File: config.mk
export PLATFORM = sky130hd
export DESIGN_NAME = mbox_top
export DESIGN_NICKNAME = d
export VERILOG_FILES = /design/src/logic/mbox_pkg.sv /design/src/logic/mbox_fifo.sv /design/src/logic/mbox_port_regs.sv /design/src/logic/mbox_top.sv
export SDC_FILE = /design/constraint.sdc
export NUM_CORES = 1
export LEC_CHECK = 0
export BUFFER_PORTS_ARGS = -buffer_cell sky130_fd_sc_hd__buf_2
export CORE_MARGIN = 2
export CORE_UTILIZATION = 28
export CTS_CLUSTER_DIAMETER = 200
export DETAILED_ROUTE_END_ITERATION = 8
export GPL_TIMING_DRIVEN = 1
export PLACE_DENSITY = 0.52
export SLEW_MARGIN = 20
export SYNTH_ARGS = -nofsm -noshare
export SYNTH_HDL_FRONTEND = slang
export SYNTH_SLANG_ARGS = --single-unit
File: constraint.sdc
create_clock -name clk_i -period 10.3 [get_ports clk_i]
set_input_delay 2.06 -clock clk_i [delete_from_list [all_inputs] [get_ports clk_i]]
set_output_delay 2.06 -clock clk_i [all_outputs]
set_load 0.005 [all_outputs]
File: src/logic/mbox_pkg.sv
// mailbox package: widths, fifo depth, register map, bit positions and fixed read values
package mbox_pkg;

  // --------------------
  // widths and depth
  // --------------------
  localparam int unsigned DATA_W     = 32;                  // mailbox word width
  localparam int unsigned MBOX_DEPTH = 8;                   // words per direction
  localparam int unsigned USAGE_W    = 4;                   // msb set means full
  localparam int unsigned PTR_W      = $clog2(MBOX_DEPTH);  // fifo pointer, wraps naturally
  localparam int unsigned REG_IDX_W  = 4;                   // register index on the bus

  // field widths of the narrow registers
  localparam int unsigned ST_W   = 4;
  localparam int unsigned IRQ_W  = 3;
  localparam int unsigned ERR_W  = 2;
  localparam int unsigned CTRL_W = 2;

  typedef logic [DATA_W-1:0]    data_t;
  typedef logic [USAGE_W-1:0]   usage_t;
  typedef logic [REG_IDX_W-1:0] reg_idx_t;

  // register map, one index per 32-bit register
  typedef enum reg_idx_t {
    MBOXW  = 4'd0,  // push into outgoing fifo
    MBOXR  = 4'd1,  // pop from incoming fifo
    STATUS = 4'd2,  // read only
    ERROR  = 4'd3,  // clear on read
    WIRQT  = 4'd4,  // write threshold
    RIRQT  = 4'd5,  // read threshold
    IRQS   = 4'd6,  // irq status, write 1 to ack
    IRQEN  = 4'd7,  // irq enable
    IRQP   = 4'd8,  // pending, read only
    CTRL   = 4'd9   // flush strobes
  } reg_e;

  // fixed read values
  localparam data_t MBOXW_READ_VAL = 32'hFEEDC0DE;  // write-only register read back
  localparam data_t EMPTY_READ_VAL = 32'hFEEDDEAD;  // pop from empty fifo

  // status bits
  localparam int unsigned ST_RD_EMPTY = 0;
  localparam int unsigned ST_WR_FULL  = 1;
  localparam int unsigned ST_WR_THR   = 2;
  localparam int unsigned ST_RD_THR   = 3;
  // irq bits, shared by IRQS, IRQEN and IRQP
  localparam int unsigned IRQ_WR  = 0;
  localparam int unsigned IRQ_RD  = 1;
  localparam int unsigned IRQ_ERR = 2;
  // error bits
  localparam int unsigned ERR_RD_EMPTY = 0;
  localparam int unsigned ERR_WR_FULL  = 1;
  // control bits
  localparam int unsigned CTRL_FLUSH_WR = 0;
  localparam int unsigned CTRL_FLUSH_RD = 1;

endpackage

File: src/logic/mbox_fifo.sv
// mailbox fifo: one direction word buffer with occupancy count and flush from both ends
`timescale 1ns/10ps

module mbox_fifo (
  input  logic             clk_i,
  input  logic             arst_n_i,
  // sending side
  input  logic             push_i,      // guarded by sender against full
  input  mbox_pkg::data_t  wdata_i,
  // receiving side
  input  logic             pop_i,       // guarded by receiver against empty
  output mbox_pkg::data_t  rdata_o,     // head word, not fall-through
  // flush requests
  input  logic             wr_flush_i,  // from the sending port
  input  logic             rd_flush_i,  // from the receiving port
  output mbox_pkg::usage_t usage_o      // seen by both ports
);
  import mbox_pkg::*;

  logic [PTR_W-1:0] wr_ptr_q;  // next free slot
  logic [PTR_W-1:0] rd_ptr_q;  // current head
  usage_t           usage_q;   // words stored, reaches MBOX_DEPTH
  data_t            mem_q [MBOX_DEPTH];
  logic             flush;

  // either side may empty the buffer
  assign flush = wr_flush_i | rd_flush_i;

  // --------------------
  // pointers and count
  // --------------------
  always_ff @(posedge clk_i or negedge arst_n_i) begin
    if (!arst_n_i) begin
      wr_ptr_q <= '0;
      rd_ptr_q <= '0;
      usage_q  <= '0;
    end else if (flush) begin
      // flush wins over a push or pop in the same cycle
      wr_ptr_q <= '0;
      rd_ptr_q <= '0;
      usage_q  <= '0;
    end else begin
      if (push_i) begin
        wr_ptr_q <= wr_ptr_q + 1'b1;  // depth is a power of two
      end
      if (pop_i) begin
        rd_ptr_q <= rd_ptr_q + 1'b1;
      end
      case ({push_i, pop_i})
        2'b10:   usage_q <= usage_q + 1'b1;
        2'b01:   usage_q <= usage_q - 1'b1;
        default: usage_q <= usage_q;  // idle, or push and pop together
      endcase
    end
  end

  // --------------------
  // storage
  // --------------------
  always_ff @(posedge clk_i) begin
    if (push_i && !flush) begin
      mem_q[wr_ptr_q] <= wdata_i;
    end
  end

  assign rdata_o = mem_q[rd_ptr_q];  // valid while usage is non-zero
  assign usage_o = usage_q;

endmodule

File: src/logic/mbox_port_regs.sv
// mailbox port: register bank behind a request/response bus, fifo control and level irq
`timescale 1ns/10ps

module mbox_port_regs (
  input  logic               clk_i,
  input  logic               arst_n_i,
  // request side
  input  logic               req_valid_i,
  output logic               req_ready_o,
  input  logic               req_write_i,
  input  mbox_pkg::reg_idx_t req_idx_i,
  input  mbox_pkg::data_t    req_wdata_i,
  // response side
  output logic               rsp_valid_o,
  input  logic               rsp_ready_i,
  output mbox_pkg::data_t    rsp_rdata_o,
  output logic               rsp_err_o,
  // outgoing fifo
  output logic               out_push_o,
  output mbox_pkg::data_t    out_wdata_o,
  input  mbox_pkg::usage_t   out_usage_i,
  // incoming fifo
  output logic               in_pop_o,
  input  mbox_pkg::data_t    in_rdata_i,
  input  mbox_pkg::usage_t   in_usage_i,
  // flush strobes
  output logic               out_flush_o,
  output logic               in_flush_o,
  // level interrupt, active high
  output logic               irq_o
);
  import mbox_pkg::*;

  // response register
  logic              rsp_valid_q;
  data_t             rsp_rdata_q;
  logic              rsp_err_q;
  logic              req_fire;      // request accepted this cycle
  data_t             rd_data;       // next response data
  logic              rd_err;        // next response error flag

  // register bank with next-state signals in _d
  logic [ERR_W-1:0]  error_q, error_d;
  usage_t            wirqt_q, wirqt_d;
  usage_t            rirqt_q, rirqt_d;
  logic [IRQ_W-1:0]  irqs_q,  irqs_d;
  logic [IRQ_W-1:0]  irqen_q, irqen_d;
  logic              irq_q;

  // built from other state
  logic [ST_W-1:0]   status;
  logic [IRQ_W-1:0]  irqp;
  logic              out_full;
  logic              in_empty;
  logic              ctrl_wr;

  // clamp a written threshold so the irq can still fire on a full fifo
  function automatic usage_t clamp_thr(data_t val);
    usage_t res;
    if (val >= data_t'(MBOX_DEPTH)) begin
      res = usage_t'(MBOX_DEPTH - 1);
    end else begin
      res = usage_t'(val);
    end
    return res;
  endfunction

  // --------------------
  // handshake
  // --------------------
  assign req_ready_o = ~rsp_valid_q;               // one request in flight
  assign req_fire    = req_valid_i & req_ready_o;
  assign rsp_valid_o = rsp_valid_q;
  assign rsp_rdata_o = rsp_rdata_q;
  assign rsp_err_o   = rsp_err_q;

  // --------------------
  // derived state
  // --------------------
  assign out_full = (out_usage_i == usage_t'(MBOX_DEPTH));
  assign in_empty = (in_usage_i == '0);

  assign status[ST_RD_EMPTY] = in_empty;
  assign status[ST_WR_FULL]  = out_full;
  assign status[ST_WR_THR]   = out_usage_i > wirqt_q;  // strict compare
  assign status[ST_RD_THR]   = in_usage_i > rirqt_q;

  assign irqp = irqs_q & irqen_q;  // pending = status masked by enable

  // flush strobes last only for the accepted CTRL write
  assign ctrl_wr     = req_fire & req_write_i & (reg_e'(req_idx_i) == CTRL);
  assign out_flush_o = ctrl_wr & req_wdata_i[CTRL_FLUSH_WR];
  assign in_flush_o  = ctrl_wr & req_wdata_i[CTRL_FLUSH_RD];

  assign out_wdata_o = req_wdata_i;  // pushed only with out_push_o

  // --------------------
  // request decode
  // --------------------
  always_comb begin
    rd_data    = '0;  // writes and errors return zero
    rd_err     = 1'b0;
    out_push_o = 1'b0;
    in_pop_o   = 1'b0;
    error_d    = error_q;
    wirqt_d    = wirqt_q;
    rirqt_d    = rirqt_q;
    irqs_d     = irqs_q;
    irqen_d    = irqen_q;

    if (req_fire) begin
      case (reg_e'(req_idx_i))
        MBOXW: begin
          if (!req_write_i) begin
            rd_data = MBOXW_READ_VAL;
          end else if (!out_full) begin
            out_push_o = 1'b1;
          end else begin
            // full write, word dropped
            rd_err               = 1'b1;
            error_d[ERR_WR_FULL] = 1'b1;
            irqs_d[IRQ_ERR]      = 1'b1;
          end
        end
        MBOXR: begin
          if (req_write_i) begin
            rd_err = 1'b1;  // read only
          end else if (!in_empty) begin
            in_pop_o = 1'b1;
            rd_data  = in_rdata_i;  // head captured as it leaves
          end else begin
            rd_data               = EMPTY_READ_VAL;
            rd_err                = 1'b1;
            error_d[ERR_RD_EMPTY] = 1'b1;
            irqs_d[IRQ_ERR]       = 1'b1;
          end
        end
        STATUS: begin
          rd_err  = req_write_i;
          rd_data = req_write_i ? '0 : data_t'(status);
        end
        ERROR: begin
          if (req_write_i) begin
            rd_err = 1'b1;
          end else begin
            rd_data = data_t'(error_q);
            error_d = '0;  // clear on read
          end
        end
        WIRQT: begin
          if (req_write_i) wirqt_d = clamp_thr(req_wdata_i);
          else             rd_data = data_t'(wirqt_q);
        end
        RIRQT: begin
          if (req_write_i) rirqt_d = clamp_thr(req_wdata_i);
          else             rd_data = data_t'(rirqt_q);
        end
        IRQS: begin
          if (req_write_i) irqs_d  = irqs_q & ~req_wdata_i[IRQ_W-1:0];  // write 1 to ack
          else             rd_data = data_t'(irqs_q);
        end
        IRQEN: begin
          if (req_write_i) irqen_d = req_wdata_i[IRQ_W-1:0];
          else             rd_data = data_t'(irqen_q);
        end
        IRQP: begin
          rd_err  = req_write_i;
          rd_data = req_write_i ? '0 : data_t'(irqp);
        end
        CTRL: begin
          // flush itself comes from ctrl_wr above and the strobes read back as zero
        end
        default: rd_err = 1'b1;  // unmapped index
      endcase
    end

    // a live threshold condition beats an ack in the same cycle
    if (status[ST_WR_THR]) irqs_d[IRQ_WR] = 1'b1;
    if (status[ST_RD_THR]) irqs_d[IRQ_RD] = 1'b1;
  end

  // --------------------
  // state
  // --------------------
  always_ff @(posedge clk_i or negedge arst_n_i) begin
    if (!arst_n_i) begin
      rsp_valid_q <= 1'b0;
      error_q     <= '0;
      wirqt_q     <= '0;
      rirqt_q     <= '0;
      irqs_q      <= '0;
      irqen_q     <= '0;
      irq_q       <= 1'b0;
    end else begin
      if (req_fire) begin
        rsp_valid_q <= 1'b1;
      end else if (rsp_ready_i) begin
        rsp_valid_q <= 1'b0;  // response taken
      end
      error_q <= error_d;
      wirqt_q <= wirqt_d;
      rirqt_q <= rirqt_d;
      irqs_q  <= irqs_d;
      irqen_q <= irqen_d;
      irq_q   <= |irqp;  // one cycle behind irqs/irqen
    end
  end

  // response payload, held until the next accepted request
  always_ff @(posedge clk_i) begin
    if (req_fire) begin
      rsp_rdata_q <= rd_data;
      rsp_err_q   <= rd_err;
    end
  end

  assign irq_o = irq_q;

endmodule

File: src/logic/mbox_top.sv
// mailbox top: two register ports joined by two opposite fifos
`timescale 1ns/10ps

module mbox_top (
  input  logic               clk_i,
  input  logic               arst_n_i,
  // port 0 bus
  input  logic               port0_req_valid_i,
  output logic               port0_req_ready_o,
  input  logic               port0_req_write_i,
  input  mbox_pkg::reg_idx_t port0_req_idx_i,
  input  mbox_pkg::data_t    port0_req_wdata_i,
  output logic               port0_rsp_valid_o,
  input  logic               port0_rsp_ready_i,
  output mbox_pkg::data_t    port0_rsp_rdata_o,
  output logic               port0_rsp_err_o,
  output logic               port0_irq_o,
  // port 1 bus
  input  logic               port1_req_valid_i,
  output logic               port1_req_ready_o,
  input  logic               port1_req_write_i,
  input  mbox_pkg::reg_idx_t port1_req_idx_i,
  input  mbox_pkg::data_t    port1_req_wdata_i,
  output logic               port1_rsp_valid_o,
  input  logic               port1_rsp_ready_i,
  output mbox_pkg::data_t    port1_rsp_rdata_o,
  output logic               port1_rsp_err_o,
  output logic               port1_irq_o
);
  import mbox_pkg::*;

  // 0 to 1 direction
  logic   push_0to1, pop_0to1;
  data_t  wdata_0to1, rdata_0to1;
  usage_t usage_0to1;
  logic   wflush_0to1, rflush_0to1;  // from port 0 / port 1
  // 1 to 0 direction
  logic   push_1to0, pop_1to0;
  data_t  wdata_1to0, rdata_1to0;
  usage_t usage_1to0;
  logic   wflush_1to0, rflush_1to0;  // from port 1 / port 0

  mbox_port_regs u_port0 (
    .clk_i,
    .arst_n_i,
    .req_valid_i ( port0_req_valid_i ),
    .req_ready_o ( port0_req_ready_o ),
    .req_write_i ( port0_req_write_i ),
    .req_idx_i   ( port0_req_idx_i   ),
    .req_wdata_i ( port0_req_wdata_i ),
    .rsp_valid_o ( port0_rsp_valid_o ),
    .rsp_ready_i ( port0_rsp_ready_i ),
    .rsp_rdata_o ( port0_rsp_rdata_o ),
    .rsp_err_o   ( port0_rsp_err_o   ),
    .out_push_o  ( push_0to1         ),  // port 0 sends
    .out_wdata_o ( wdata_0to1        ),
    .out_usage_i ( usage_0to1        ),
    .in_pop_o    ( pop_1to0          ),  // port 0 receives
    .in_rdata_i  ( rdata_1to0        ),
    .in_usage_i  ( usage_1to0        ),
    .out_flush_o ( wflush_0to1       ),
    .in_flush_o  ( rflush_1to0       ),
    .irq_o       ( port0_irq_o       )
  );

  mbox_port_regs u_port1 (
    .clk_i,
    .arst_n_i,
    .req_valid_i ( port1_req_valid_i ),
    .req_ready_o ( port1_req_ready_o ),
    .req_write_i ( port1_req_write_i ),
    .req_idx_i   ( port1_req_idx_i   ),
    .req_wdata_i ( port1_req_wdata_i ),
    .rsp_valid_o ( port1_rsp_valid_o ),
    .rsp_ready_i ( port1_rsp_ready_i ),
    .rsp_rdata_o ( port1_rsp_rdata_o ),
    .rsp_err_o   ( port1_rsp_err_o   ),
    .out_push_o  ( push_1to0         ),
    .out_wdata_o ( wdata_1to0        ),
    .out_usage_i ( usage_1to0        ),
    .in_pop_o    ( pop_0to1          ),
    .in_rdata_i  ( rdata_0to1        ),
    .in_usage_i  ( usage_0to1        ),
    .out_flush_o ( wflush_1to0       ),
    .in_flush_o  ( rflush_0to1       ),
    .irq_o       ( port1_irq_o       )
  );

  mbox_fifo u_fifo_0to1 (
    .clk_i,
    .arst_n_i,
    .push_i     ( push_0to1   ),
    .wdata_i    ( wdata_0to1  ),
    .pop_i      ( pop_0to1    ),
    .rdata_o    ( rdata_0to1  ),
    .wr_flush_i ( wflush_0to1 ),
    .rd_flush_i ( rflush_0to1 ),
    .usage_o    ( usage_0to1  )
  );

  mbox_fifo u_fifo_1to0 (
    .clk_i,
    .arst_n_i,
    .push_i     ( push_1to0   ),
    .wdata_i    ( wdata_1to0  ),
    .pop_i      ( pop_1to0    ),
    .rdata_o    ( rdata_1to0  ),
    .wr_flush_i ( wflush_1to0 ),
    .rd_flush_i ( rflush_1to0 ),
    .usage_o    ( usage_1to0  )
  );

endmodule

; Word-level counts from Yosys, hierarchy flattened
; Memories as Yosys holds them, arrays and structs flattened.
; Cells that the tools add are included.
; W data, S select, Z words.
[word_totals]
register_bits = 122
ram_bits = 512
out_inout_bits = 72
n_memories = 2
[classes]
add_sub_neg = 8
n_lt_le_gt_ge = 6
eq_ne = 36
mux = 98
n_bitwise = 20
reduce_logical = 56
[mem_list]
columns = name, depth, word_bits, rd, rd_ports_with_merged_regs, write_ports, line
row1 = u_fifo_0to1.mem_q, 8, 32, 1, 0, 1, mbox_fifo.sv:23  ; data_t mem_q [MBOX_DEPTH];
row2 = u_fifo_1to0.mem_q, 8, 32, 1, 0, 1, mbox_fifo.sv:23
[op_table]
columns = op, count
row1 = $pmux W32 S9, 2
row2 = $mux W32, 6
row3 = $ge A32 B4 Y1 const B, 2
row4 = $mux W3, 16
row5 = $mux W1, 46
row6 = $reduce_bool A2 Y1, 22
row7 = $mux W4, 10
row8 = $eq A4 B3 Y1 const B, 8
row9 = $reduce_and A3 Y1, 10
row10 = $eq A4 B4 Y1 const B, 6
row11 = $reduce_and A5 Y1, 4
row12 = $eq A4 B2 Y1 const B, 4
row13 = $gt A4 B4 Y1, 4
row14 = $logic_not A4 Y1, 4
row15 = $mux W2, 8
row16 = $ne A2 B2 Y1 const B, 8
row17 = $pmux W4 S2, 2
row18 = $reduce_and A7 Y1, 2
row19 = $add A3 B1 Y3 const B, 4
row20 = $and A3 B3 Y3, 4
row21 = $reduce_bool A3 Y1, 4
row22 = $and A1 B1 Y1, 10
row23 = $pmux W1 S5, 2
row24 = $reduce_or A5 Y1, 2
row25 = other kinds (15), 34

; Depth between registers and ports, before layout
; Gate-level depths: netlist (run 1).
[depth]
ltp_word = 10
depth_mapped = 12

; Modules after synthesis
; A second synthesis (run 1) with hierarchy kept.
[unflattened]
hier_cells = 1494
hier_area_um2 = 26643.1
[by_module_without_submodules]
columns = module, n_inst, cells_per_inst, area_each_um2
row1 = mbox_fifo (u_fifo_1to0), 1, 443, 10347.4
row2 = mbox_fifo (u_fifo_0to1), 1, 443, 10323.7
row3 = mbox_port_regs (u_port1), 1, 314, 2996.6
row4 = mbox_port_regs (u_port0), 1, 294, 2975.4

; Least setup slack after synthesis (run 1)
; Ideal clock, no wire load.
[synth_path]
kind = input to register
startpoint = input port1_req_idx_i[1]
endpoint = memory u_fifo_1to0.mem_q[0][0] (netlist bit) (enable)
setup_time_ns = 0.461
arrival_ns = 5.599
t_required_ns = 9.839
setup_slack_ns = 4.240
path_stages = 6
n_path_buf = 1
cell_sequence = buf_2 or4_4 nor2_2 nand2_2 or3_4 nor3_1
[synth_between]
elab_chain_cells = 8
elab_cells_between_ends = 11
[synth_lines]
columns = element, line
row1 = from (decl), mbox_top.sv:22  ; input mbox_pkg::reg_idx_t port1_req_idx_i,
row2 = $eq A4 B4 Y1, mbox_port_regs.sv:91  ; assign ctrl_wr = req_fire & req_write_i & (reg_e'(req_idx_i) == CTRL);
row3 = $and A1 B1 Y1, mbox_port_regs.sv:91
row4 = $and A1 B1 Y1, mbox_port_regs.sv:92  ; assign out_flush_o = ctrl_wr & req_wdata_i[CTRL_FLUSH_WR];
row5 = $or A1 B1 Y1, mbox_fifo.sv:27  ; assign flush = wr_flush_i | rd_flush_i;
row6 = $logic_not A1 Y1, mbox_fifo.sv:61  ; if (push_i && !flush) begin
row7 = $logic_and A1 B1 Y1 *, mbox_fifo.sv:61
row8 = $mux W1 *, mbox_fifo.sv:61
row9 = $mux W1 (implied by the code) *, mbox_fifo.sv:62  ; mem_q[wr_ptr_q] <= wdata_i;
row10 = to (decl), mbox_fifo.sv:23
; Every way passes the cells marked *; elsewhere a longest branch is shown, timed or not.

; Worst setup path after layout (run 1)
[layout_path]
startpoint = input port1_req_idx_i[0]
endpoint = memory u_fifo_1to0.mem_q[3][16] (netlist bit) (enable)
; Same word-level chain as after synthesis.

==> impl_metrics.env, run 1 <==
export IMPL_run_status="finished, final reports clean"
export IMPL_power_density_mw_per_mm2=197
export IMPL_setup_violations=0
export IMPL_fp_row_count=110
export IMPL_synth_xor_area_share_pct=0.581
export IMPL_portBuffers=151
export IMPL_crit_fanout=27
export IMPL_ir_drop_mv=0.129
export IMPL_design_area_mm2=0.0303
export IMPL_synth_compound_area_share_pct=3.98
export IMPL_fill_cells=8610
export IMPL_firstDrtPassIters=5
export IMPL_layout_nets=1669
export IMPL_wl_per_cell_um=21.8
export IMPL_overflow=0
export IMPL_die_y_um=306
export IMPL_power_leakage_uw=0.00983
export IMPL_final_setup_worst_slack_ps=5970
export IMPL_synthAdderAreaFrac_pct=1.37
export IMPL_post_cts_setup_buffers=0
export IMPL_synth_flop_cell="edfxtp_1"
export IMPL_syn_area_per_cell_um2=18.6
export IMPL_hold_buffers=0
export IMPL_grt_total_usage_pct=13.0
export IMPL_area_delta_synth_final_pct=18.2
export IMPL_syn_inst=1376
export IMPL_synth_edf_count=578
export IMPL_min_period_over_period_pct=42.1
export IMPL_final_seq_area_mm2=0.0188
export IMPL_critPathLaunchType="input port"
export IMPL_grt_pass1_vias=13800
export IMPL_cts_tree="built"
export IMPL_totalWireLength_mm=60.8
export IMPL_yosys_warnings=0
export IMPL_cts_root_buf="clkbuf_16"
export IMPL_num_io_pins=152
export IMPL_hold_ws_ps=489
export IMPL_numClockSinks=634
export IMPL_cts_inserted_buffers=71
export IMPL_utilization_pct=33.6
export IMPL_drv_cap=0
export IMPL_tns_ps=0
export IMPL_synthArstFlopShare_pct=8.83
export IMPL_multiInputGateArea_mm2=0.00656
export IMPL_syn_nets=1484
export IMPL_dpl_worst_slack_ps=5180
export IMPL_synth_top_family_by_area="multiplexers"
export IMPL_place_area_mm2=0.0280
export IMPL_clockBufferDepth=3
export IMPL_synth_simple_gate_area_share_pct=4.90
export IMPL_drt_initial_drc_count=1144
export IMPL_grt_antenna_before_repair=14
export IMPL_grt_pass1_wl_mm=91.1
export IMPL_max_slew_margin_pct=30.5
export IMPL_start_util_pct=28.4
export IMPL_skew_ps=26.1
export IMPL_layout_drive_gt1_share_pct=28.7
export IMPL_most_common_layout_cells="578 x edfxtp_1, 151 x buf_2, 129 x mux4_2, 90 x a21oi_1, 74 x clkbuf_16"
export IMPL_die_w_um=306
export IMPL_ant_nets=0
export IMPL_hpwl_mm=39.0
export IMPL_report_final_slew_viol_count=0
export IMPL_dieArea_mm2=0.0939
export IMPL_grt_max_degree=67
export IMPL_drc_errors=0
export IMPL_timing_fmax_mhz=231
export IMPL_syn_area_mm2=0.0256
export IMPL_rsz0062_at_grt="no"
export IMPL_max_stage_delay_ps=610
export IMPL_min_period_ps=4330
export IMPL_ys_ff_latch=634
export IMPL_cp_data_arrival_time_ps=4610
export IMPL_via_per_inst=4.79
export IMPL_worstPathCellList="buf_2 > or4_4 > nor2_2 > nand2_2 > or3_4 > nor2_4 > buf_4"
export IMPL_synth_distinct_cells=71
export IMPL_hold_viol=0
export IMPL_vias=13400
export IMPL_crit_required_ps=10570
export IMPL_gp_congestion=0.802
export IMPL_clock_latency_ps=620
export IMPL_critPathSlowestCell="or4_4"
export IMPL_htreeDepth=3
export IMPL_ys_seq_area_share_pct=73.2
export IMPL_hold_class="reg -> reg"
export IMPL_post_cts_resized=0
export IMPL_core_area_mm2=0.0903
export IMPL_synthMuxAreaShare_pct=14.4
export IMPL_worst_slew_pin_slew_ps=1040
export IMPL_setup_worst_path_end_class="register"
export IMPL_cts_clk_slew_worst_paths_ps=50
export IMPL_layout_commonest_cell="edfxtp_1"
export IMPL_worstSetupPathType="in -> reg"
[cell families after synthesis]
logic type | after synthesis
DFF | 634
muxes | 205
adders and majority gates | 28
and+or+nand+nor | 229
xor gates and xnor gates | 17
AOI/OAI and AO/OA | 167
buffers and inverters | 96
[synth_stat cells (3+ instances only)]
cell type  count  area [µm²]
a211oi_1       8        60.1
a21o_1         3        22.5
a21oi_1       90         450
a22o_1         3        26.3
a31o_2         3        26.3
a31oi_1        6        37.5
and4_1         3        26.3
buf_1         13        48.8
buf_2         24         120
clkbuf_1      30         113
dfrtp_1       56        1400
edfxtp_1     578       17400
ha_1          28         350
inv_1         25        93.8
mux2_2        10         113
mux2i_1       66         661
mux4_2       129        2910
nand2_1       33         124
nand2b_1      13        81.3
nand3_1        5        25.0
nand3b_1       4        30.0
nand4_1        9        56.3
nor2_1        80         300
nor2b_1       12        75.1
nor3_1        20         100
nor3b_1        3        22.5
nor4_1        15        93.8
o211a_1        3        30.0
o211ai_1       4        30.0
o21ai_0       18        90.1
o31ai_1        3        22.5
o32a_1         3        30.0
or3_1          4        25.0
or3_4          4        45.0
or4_1          4        30.0
xnor2_1        6        52.6
xor2_1        11        96.3
[power breakdown]
| group | total (µW) | internal (µW) | switching, µW |
|---|---|---|---|
| Combinational | 574 | 248 | 325 |
| Sequential | 2970 | 2880 | 87.2 |
| Clock | 2410 | 1400 | 1020 |
| Total | 5950 | 4520 | 1430 |
[critical path, delay by kind of cell]
kind | cells | cell delay [ps]
buffers and inverters | 2 | 670
and+or+nand+nor | 5 | 1830
[final cells by class]
cell class | count | area share (%)
Clock inverter | 36 | 1.07
Sequential cell | 634 | 62.0
Timing Repair Buffer | 182 | 3.84
Multi-Input combinational cell | 646 | 21.7
Clock buffer | 87 | 6.27
Antenna cell | 2 | 0.0165
Inverter | 26 | 0.322
Tap cell | 1176 | 4.86
[registers in the layout, summed over array words and instances (netlist names), 2 cells and up]
register and count:
u_fifo_0to1.mem_q 256, u_fifo_0to1.rd_ptr_q 3, u_fifo_0to1.usage_o 4, u_fifo_0to1.wr_ptr_q 3, u_fifo_1to0.mem_q 256, u_fifo_1to0.rd_ptr_q 3, u_fifo_1to0.usage_o 4, u_fifo_1to0.wr_ptr_q 3
u_port0.error_q 2, u_port0.irqen_q 3, u_port0.irqs_q 3, u_port0.rirqt_q 4, u_port0.rsp_rdata_o 32, u_port0.wirqt_q 4, u_port1.error_q 2, u_port1.irqen_q 3
u_port1.irqs_q 3, u_port1.rirqt_q 4, u_port1.rsp_rdata_o 32, u_port1.wirqt_q 4
[through the flow]
step	power, µW	std cells
2_1_floorplan	3370	1376
3_3_place_gp	3600	2654
3_5_place_dp	3600	2659
4_1_cts	6030	2782
5_1_grt	6190	2788
6_report	5950	2789
[routing by layer]
layer / GRT usage (%) / vias to the layer above / share of wire [%]
met5: 0 / - / 0.14
met4: 3.77 / 12 / 1.9
met3: 2.59 / 87 / 5.2
met2: 20.6 / 359 / 48
met1: 18.1 / 6965 / 45
li1: - / 5936 / -
[path summary, 6_finish.rpt]
path,slack (ps),from,depth (start not counted),end
setup / recovery,5970,port1_req_idx_i[0],7,u_fifo_1to0.mem_q[3][16]
hold / removal,490,u_port1.wirqt_q[2],2,u_port1.wirqt_q[2]
setup reg to reg,6930,u_fifo_0to1.rd_ptr_q[0],6,u_port1.rsp_rdata_o[0]
hold reg to reg,490,u_port1.wirqt_q[2],2,u_port1.wirqt_q[2]
max in group asynchronous,8070,arst_n_i,2,u_fifo_0to1.rd_ptr_q[0]
min in group asynchronous,1580,arst_n_i,2,u_port1.irq_o
Power figures use the tool's default switching activity.
==> run 2: changes to the inputs <==
clock period = 4.3 ns   (was 10.3 ns; I/O delays follow)
==> impl_metrics.env, run 2 (same netlist as run 1, synthesis figures left out) <==
export IMPL_power_leakage_uw=0.00988
export IMPL_die_y_um=306
export IMPL_crit_buf_inv=1
export IMPL_setup_worst_path_end_class="register"
export IMPL_hpwl_mm=38.1
export IMPL_most_common_layout_cells="578 x edfxtp_1, 151 x buf_2, 129 x mux4_2, 90 x a21oi_1, 76 x clkbuf_16"
export IMPL_layout_drive_gt1_share_pct=29.1
export IMPL_num_io_pins=152
export IMPL_max_stage_delay_ps=840
export IMPL_grt_max_degree=40
export IMPL_report_final_slew_viol_count=0
export IMPL_portBuffers=151
export IMPL_vias=13400
export IMPL_path_delay_family="simple AND/OR/NAND/NOR gates"
export IMPL_hold_viol=0
export IMPL_use_met3_pct=2.99
export IMPL_worstPathCellList="nor4b_2 > nor3_4 > inv_2 > ha_1 > ha_1 > a31o_2 > a211oi_1 > xnor2_1 > nor2_1"
export IMPL_drv_cap=0
export IMPL_cts_inserted_buffers=71
export IMPL_power_density_mw_per_mm2=480
export IMPL_rsz0062_at_grt="no"
export IMPL_skew_ps=35.3
export IMPL_run_status="finished, final reports clean"
export IMPL_grt_pass1_vias=14000
export IMPL_die_w_um=306
export IMPL_cp_data_arrival_time_ps=3670
export IMPL_worstSetupPathType="reg -> reg"
export IMPL_grt_antenna_before_repair=13
export IMPL_htreeDepth=3
export IMPL_max_slew_margin_pct=39.1
export IMPL_setup_violations=0
export IMPL_wl_per_cell_um=21.6
export IMPL_start_util_pct=28.4
export IMPL_hold_buffers=0
export IMPL_layout_nets=1677
export IMPL_via_per_inst=4.80
export IMPL_gr_usage_met1_pct=18.0
export IMPL_critPathSlowestCell="nor4b_2"
export IMPL_crit_fanout=11
export IMPL_area_delta_synth_final_pct=18.5
export IMPL_grt_busiest_layer="met2"
export IMPL_totalWireLength_mm=60.5
export IMPL_numClockSinks=634
export IMPL_grt_met2_usage_pct=20.5
export IMPL_ant_nets=0
export IMPL_cts_root_buf="clkbuf_16"
export IMPL_ir_drop_mv=0.264
export IMPL_min_period_ps=3170
export IMPL_post_cts_resized=0
export IMPL_post_cts_setup_buffers=0
export IMPL_critPathLaunchType="register"
export IMPL_grt_total_usage_pct=13.0
export IMPL_firstDrtPassIters=5
export IMPL_drc_errors=0
export IMPL_tns_ps=0
export IMPL_min_period_over_period_pct=73.7
export IMPL_core_area_mm2=0.0903
export IMPL_worst_slew_pin_slew_ps=913
export IMPL_overflow=0
export IMPL_clock_latency_ps=630
export IMPL_grt_pass1_wl_mm=91.4
export IMPL_clockBufferDepth=3
export IMPL_crit_required_ps=4800
export IMPL_utilization_pct=33.6
export IMPL_dieArea_mm2=0.0939
export IMPL_reg_top3="u_fifo_0to1.mem_q x256, u_fifo_1to0.mem_q x256"
export IMPL_hold_class="in -> async"
export IMPL_layout_commonest_cell="edfxtp_1"
export IMPL_fp_row_count=110
export IMPL_gp_congestion=0.774
export IMPL_timing_fmax_mhz=316
export IMPL_drt_initial_drc_count=933
export IMPL_cts_clk_slew_worst_paths_ps=60
export IMPL_worst_path_most_repeated_cell="ha_1"
export IMPL_cts_tree="built"
[run 2: cell count changes in the layout (fill, tap and decap cells not counted), moves of 2 or more]
cell	previous run	this run
clkbuf_8	0	4
bufinv_16	3	5
inv_6	0	2
clkbuf_16	74	76
clkinv_2	11	4
nor3_4	1	5
clkbuf_1	13	16
buf_4	20	37
nor3_2	4	0
buf_16	6	0
buf_12	4	2
clkinv_1	13	11
[run 2: through the flow]
stage	area, µm²	hold slack [ps]	setup slack, ps	instances	power (µW)
after floorplan	25600	450	304	1376	8070
after global placement	28000	475	676	2672	8620
after detailed placement	28000	475	647	2672	8650
after CTS	30400	350	1180	2798	14800
after global routing	30400	392	963	2798	15100
final	30400	344	1130	2800	14600
[run 2: where the power goes]
group / leakage (µW) / internal [µW] / switching [µW] / total [µW]
clock: 0.00114 / 3620 / 2450 / 6070
combinational: 0.00281 / 603 / 774 / 1380
sequential: 0.00594 / 6900 / 223 / 7120
[run 2: worst paths after layout]
path / from / endpoint / slack [ps] / cells past startpoint
max: u_fifo_0to1.usage_o[1] / u_fifo_0to1.usage_o[3] / 1130 / 9
min reg2reg: u_port1.wirqt_q[2] / u_port1.wirqt_q[2] / 480 / 2
min in group clk_i: port0_rsp_ready_i / u_port0.rsp_valid_o / 410 / 2
min: arst_n_i / u_port1.irq_o / 340 / 1
max reg2reg: u_fifo_0to1.usage_o[1] / u_fifo_0to1.usage_o[3] / 1130 / 9
max in group asynchronous: arst_n_i / u_fifo_0to1.rd_ptr_q[0] / 3280 / 1
[run 2: layout make-up]
class                   instances  area, µm²
fillers                      8599      59900
flip-flops and latches        634      18800
multi-input cells             646       6590
clock buffers                  96       2020
well taps                    1176       1470
repair buffers                190       1070
clock inverters                30        340
inverters                      26       97.6
diodes                          2       5.00
[run 2: routing by layer]
metal	share of wire [%]	up-vias	wire (µm)
met5	0.13	-	81
met4	1.7	16	1040
met3	6.2	89	3740
met2	47	363	28300
met1	45	7002	27300
li1	-	5966	-
==> run 3: changes to the inputs <==
clock period = 3 ns   (was 4.3 ns; I/O delays follow)
==> impl_metrics.env, run 3 (same netlist as run 1, synthesis figures left out) <==
export IMPL_run_status="finished, final reports clean"
export IMPL_worst_slew_pin_slew_ps=993
export IMPL_start_util_pct=28.4
export IMPL_power_uw=20700
export IMPL_grt_pass1_wl_mm=93.3
export IMPL_drv_cap=0
export IMPL_post_layout_nonfiller_instances=2861
export IMPL_num_io_pins=152
export IMPL_die_y_um=306
export IMPL_portBuffers=151
export IMPL_layout_commonest_cell="edfxtp_1"
export IMPL_maxUsedRoutingLayer="met5"
export IMPL_report_final_slew_viol_count=0
export IMPL_cts_tree="built"
export IMPL_hold_buffers=0
export IMPL_setup_violations=0
export IMPL_crit_start="u_port0.rsp_valid_o"
export IMPL_numClockSinks=634
export IMPL_place_area_mm2=0.0288
export IMPL_overflow=0
export IMPL_htreeDepth=3
export IMPL_core_area_mm2=0.0903
export IMPL_final_setup_worst_slack_ps=327
export IMPL_max_slew_margin_pct=33.8
export IMPL_ant_nets=0
export IMPL_cp_data_arrival_time_ps=3140
export IMPL_critPathSlowestCell="dfrtp_1"
export IMPL_setup_worst_path_end_class="register"
export IMPL_route_met2_wl_mm=29.0
export IMPL_skew_ps=35.6
export IMPL_totalWireLength_mm=62.1
export IMPL_cts_root_buf="clkbuf_16"
export IMPL_crit_fanout=4
export IMPL_critPathLaunchType="register"
export IMPL_route_met3_wl_mm=3.30
export IMPL_met1_length_mm=28.4
export IMPL_min_period_ps=2670
export IMPL_firstDrtPassIters=7
export IMPL_grt_antenna_before_repair=10
export IMPL_most_common_layout_cells="578 x edfxtp_1, 151 x buf_2, 129 x mux4_2, 90 x a21oi_1, 73 x clkbuf_16"
export IMPL_drt_initial_drc_count=1021
export IMPL_hold_viol=0
export IMPL_rsz0062_at_grt="no"
export IMPL_crit_required_ps=3470
export IMPL_cts_inserted_buffers=72
export IMPL_wl_per_cell_um=21.7
export IMPL_worstSetupPathType="reg -> reg"
export IMPL_worst_path_most_repeated_cell="ha_1"
export IMPL_power_density_mw_per_mm2=666
export IMPL_gp_congestion=0.823
export IMPL_vias=13900
export IMPL_layout_drive_gt1_share_pct=31.5
export IMPL_max_stage_delay_ps=390
export IMPL_layout_nets=1739
export IMPL_dp_cells=2732
export IMPL_r2r_start="u_port0.rsp_valid_o"
export IMPL_rrSetupSlack_ps=330
export IMPL_timing_rr_end="u_fifo_0to1.usage_o[3]"
export IMPL_via_per_inst=4.84
export IMPL_die_w_um=306
export IMPL_power_leakage_uw=0.0102
export IMPL_hold_class="in -> async"
export IMPL_path_delay_family="simple AND/OR/NAND/NOR gates"
export IMPL_grt_pass1_vias=14500
export IMPL_dieArea_mm2=0.0939
export IMPL_min_period_over_period_pct=89.1
export IMPL_design_area_mm2=0.0310
export IMPL_crit_buf_inv=2
export IMPL_post_cts_setup_buffers=0
export IMPL_ir_drop_mv=0.442
export IMPL_drc_errors=0
export IMPL_fp_row_count=110
export IMPL_reg_top3="u_fifo_0to1.mem_q x256, u_fifo_1to0.mem_q x256"
export IMPL_clockBufferDepth=3
export IMPL_grt_total_usage_pct=13.2
export IMPL_timing_fmax_mhz=374
export IMPL_worstPathCellList="nand3b_1 > nor3_4 > inv_2 > buf_4 > ha_1 > ha_1 > a31o_2 > a211oi_1 > xnor2_1 > nor2_1"
export IMPL_clock_latency_ps=610
export IMPL_cts_clk_slew_worst_paths_ps=60
export IMPL_post_cts_resized=0
export IMPL_dpl_worst_slack_ps=-312
export IMPL_hpwl_mm=39.8
export IMPL_grt_max_degree=65
export IMPL_r2r_cells=10
export IMPL_area_delta_synth_final_pct=21.2
[run 3: changes by cell type in the layout (fill, tap and decap cells not counted), sizes merged]
cell and change:
bufinv -1, clkbuf -5, inv -2, clkinvlp +2, diode -1, clkinv +7, buf +61
[run 3: how the worst max path moves through the flow]
stage | endpoint | slack [ps] | cells after the start
floorplan | u_fifo_0to1.mem_q[3][0] | -230 | 6
global placement | u_fifo_0to1.mem_q[2][27] | -270 | 6
detailed placement | u_fifo_0to1.mem_q[2][27] | -310 | 6
CTS | u_fifo_0to1.mem_q[2][3] | 130 | 5
global route | u_fifo_0to1.usage_o[3] | 200 | 10
finish | u_fifo_0to1.usage_o[3] | 330 | 10
[run 3: routing by layer]
| metal | vias up | global-route usage (%) |
|---|---|---|
| li1 | 6087 | - |
| met1 | 7310 | 18.3 |
| met2 | 360 | 21.0 |
| met3 | 92 | 2.78 |
| met4 | 12 | 3.85 |
| met5 | - | 0 |
[run 3: layout make-up]
type | instances | area, µm²
fill | 8567 | 59200
sequential | 634 | 18800
multi-input combinational | 646 | 6600
antenna | 1 | 2.50
clock inverter | 36 | 342
clock buffer | 91 | 1900
tap | 1176 | 1470
inverter | 26 | 97.6
timing repair buffer | 251 | 1860
[run 3: report_power, final]
group | total [µW] | switching (µW) | internal [µW]
sequential | 10100 | 233 | 9890
clock | 8380 | 3510 | 4870
combinational | 2170 | 1220 | 950
total | 20700 | 4970 | 15700
[run 3: worst reg2reg max path: cells and delay by family (launching register included)]
kind,cells,cell delay (ps)
AO/OA/AOI/OAI,2,550
XOR/XNOR,1,160
adder cells (fa/ha/maj),2,530
buffers and inverters,2,210
flip-flops,1,390
AND/OR/NAND/NOR,3,710
[run 3: through the flow]
step | utilization, % | hold slack [ps] | TNS [ps]
finish | 34.4 | 50.3 | 0
global route | 34.4 | 77.7 | 0
CTS | 34.4 | 24.9 | 0
global placement | 31.9 | 470 | -8760
floorplan | - | 304 | -53400
detailed placement | 31.9 | 478 | -10320
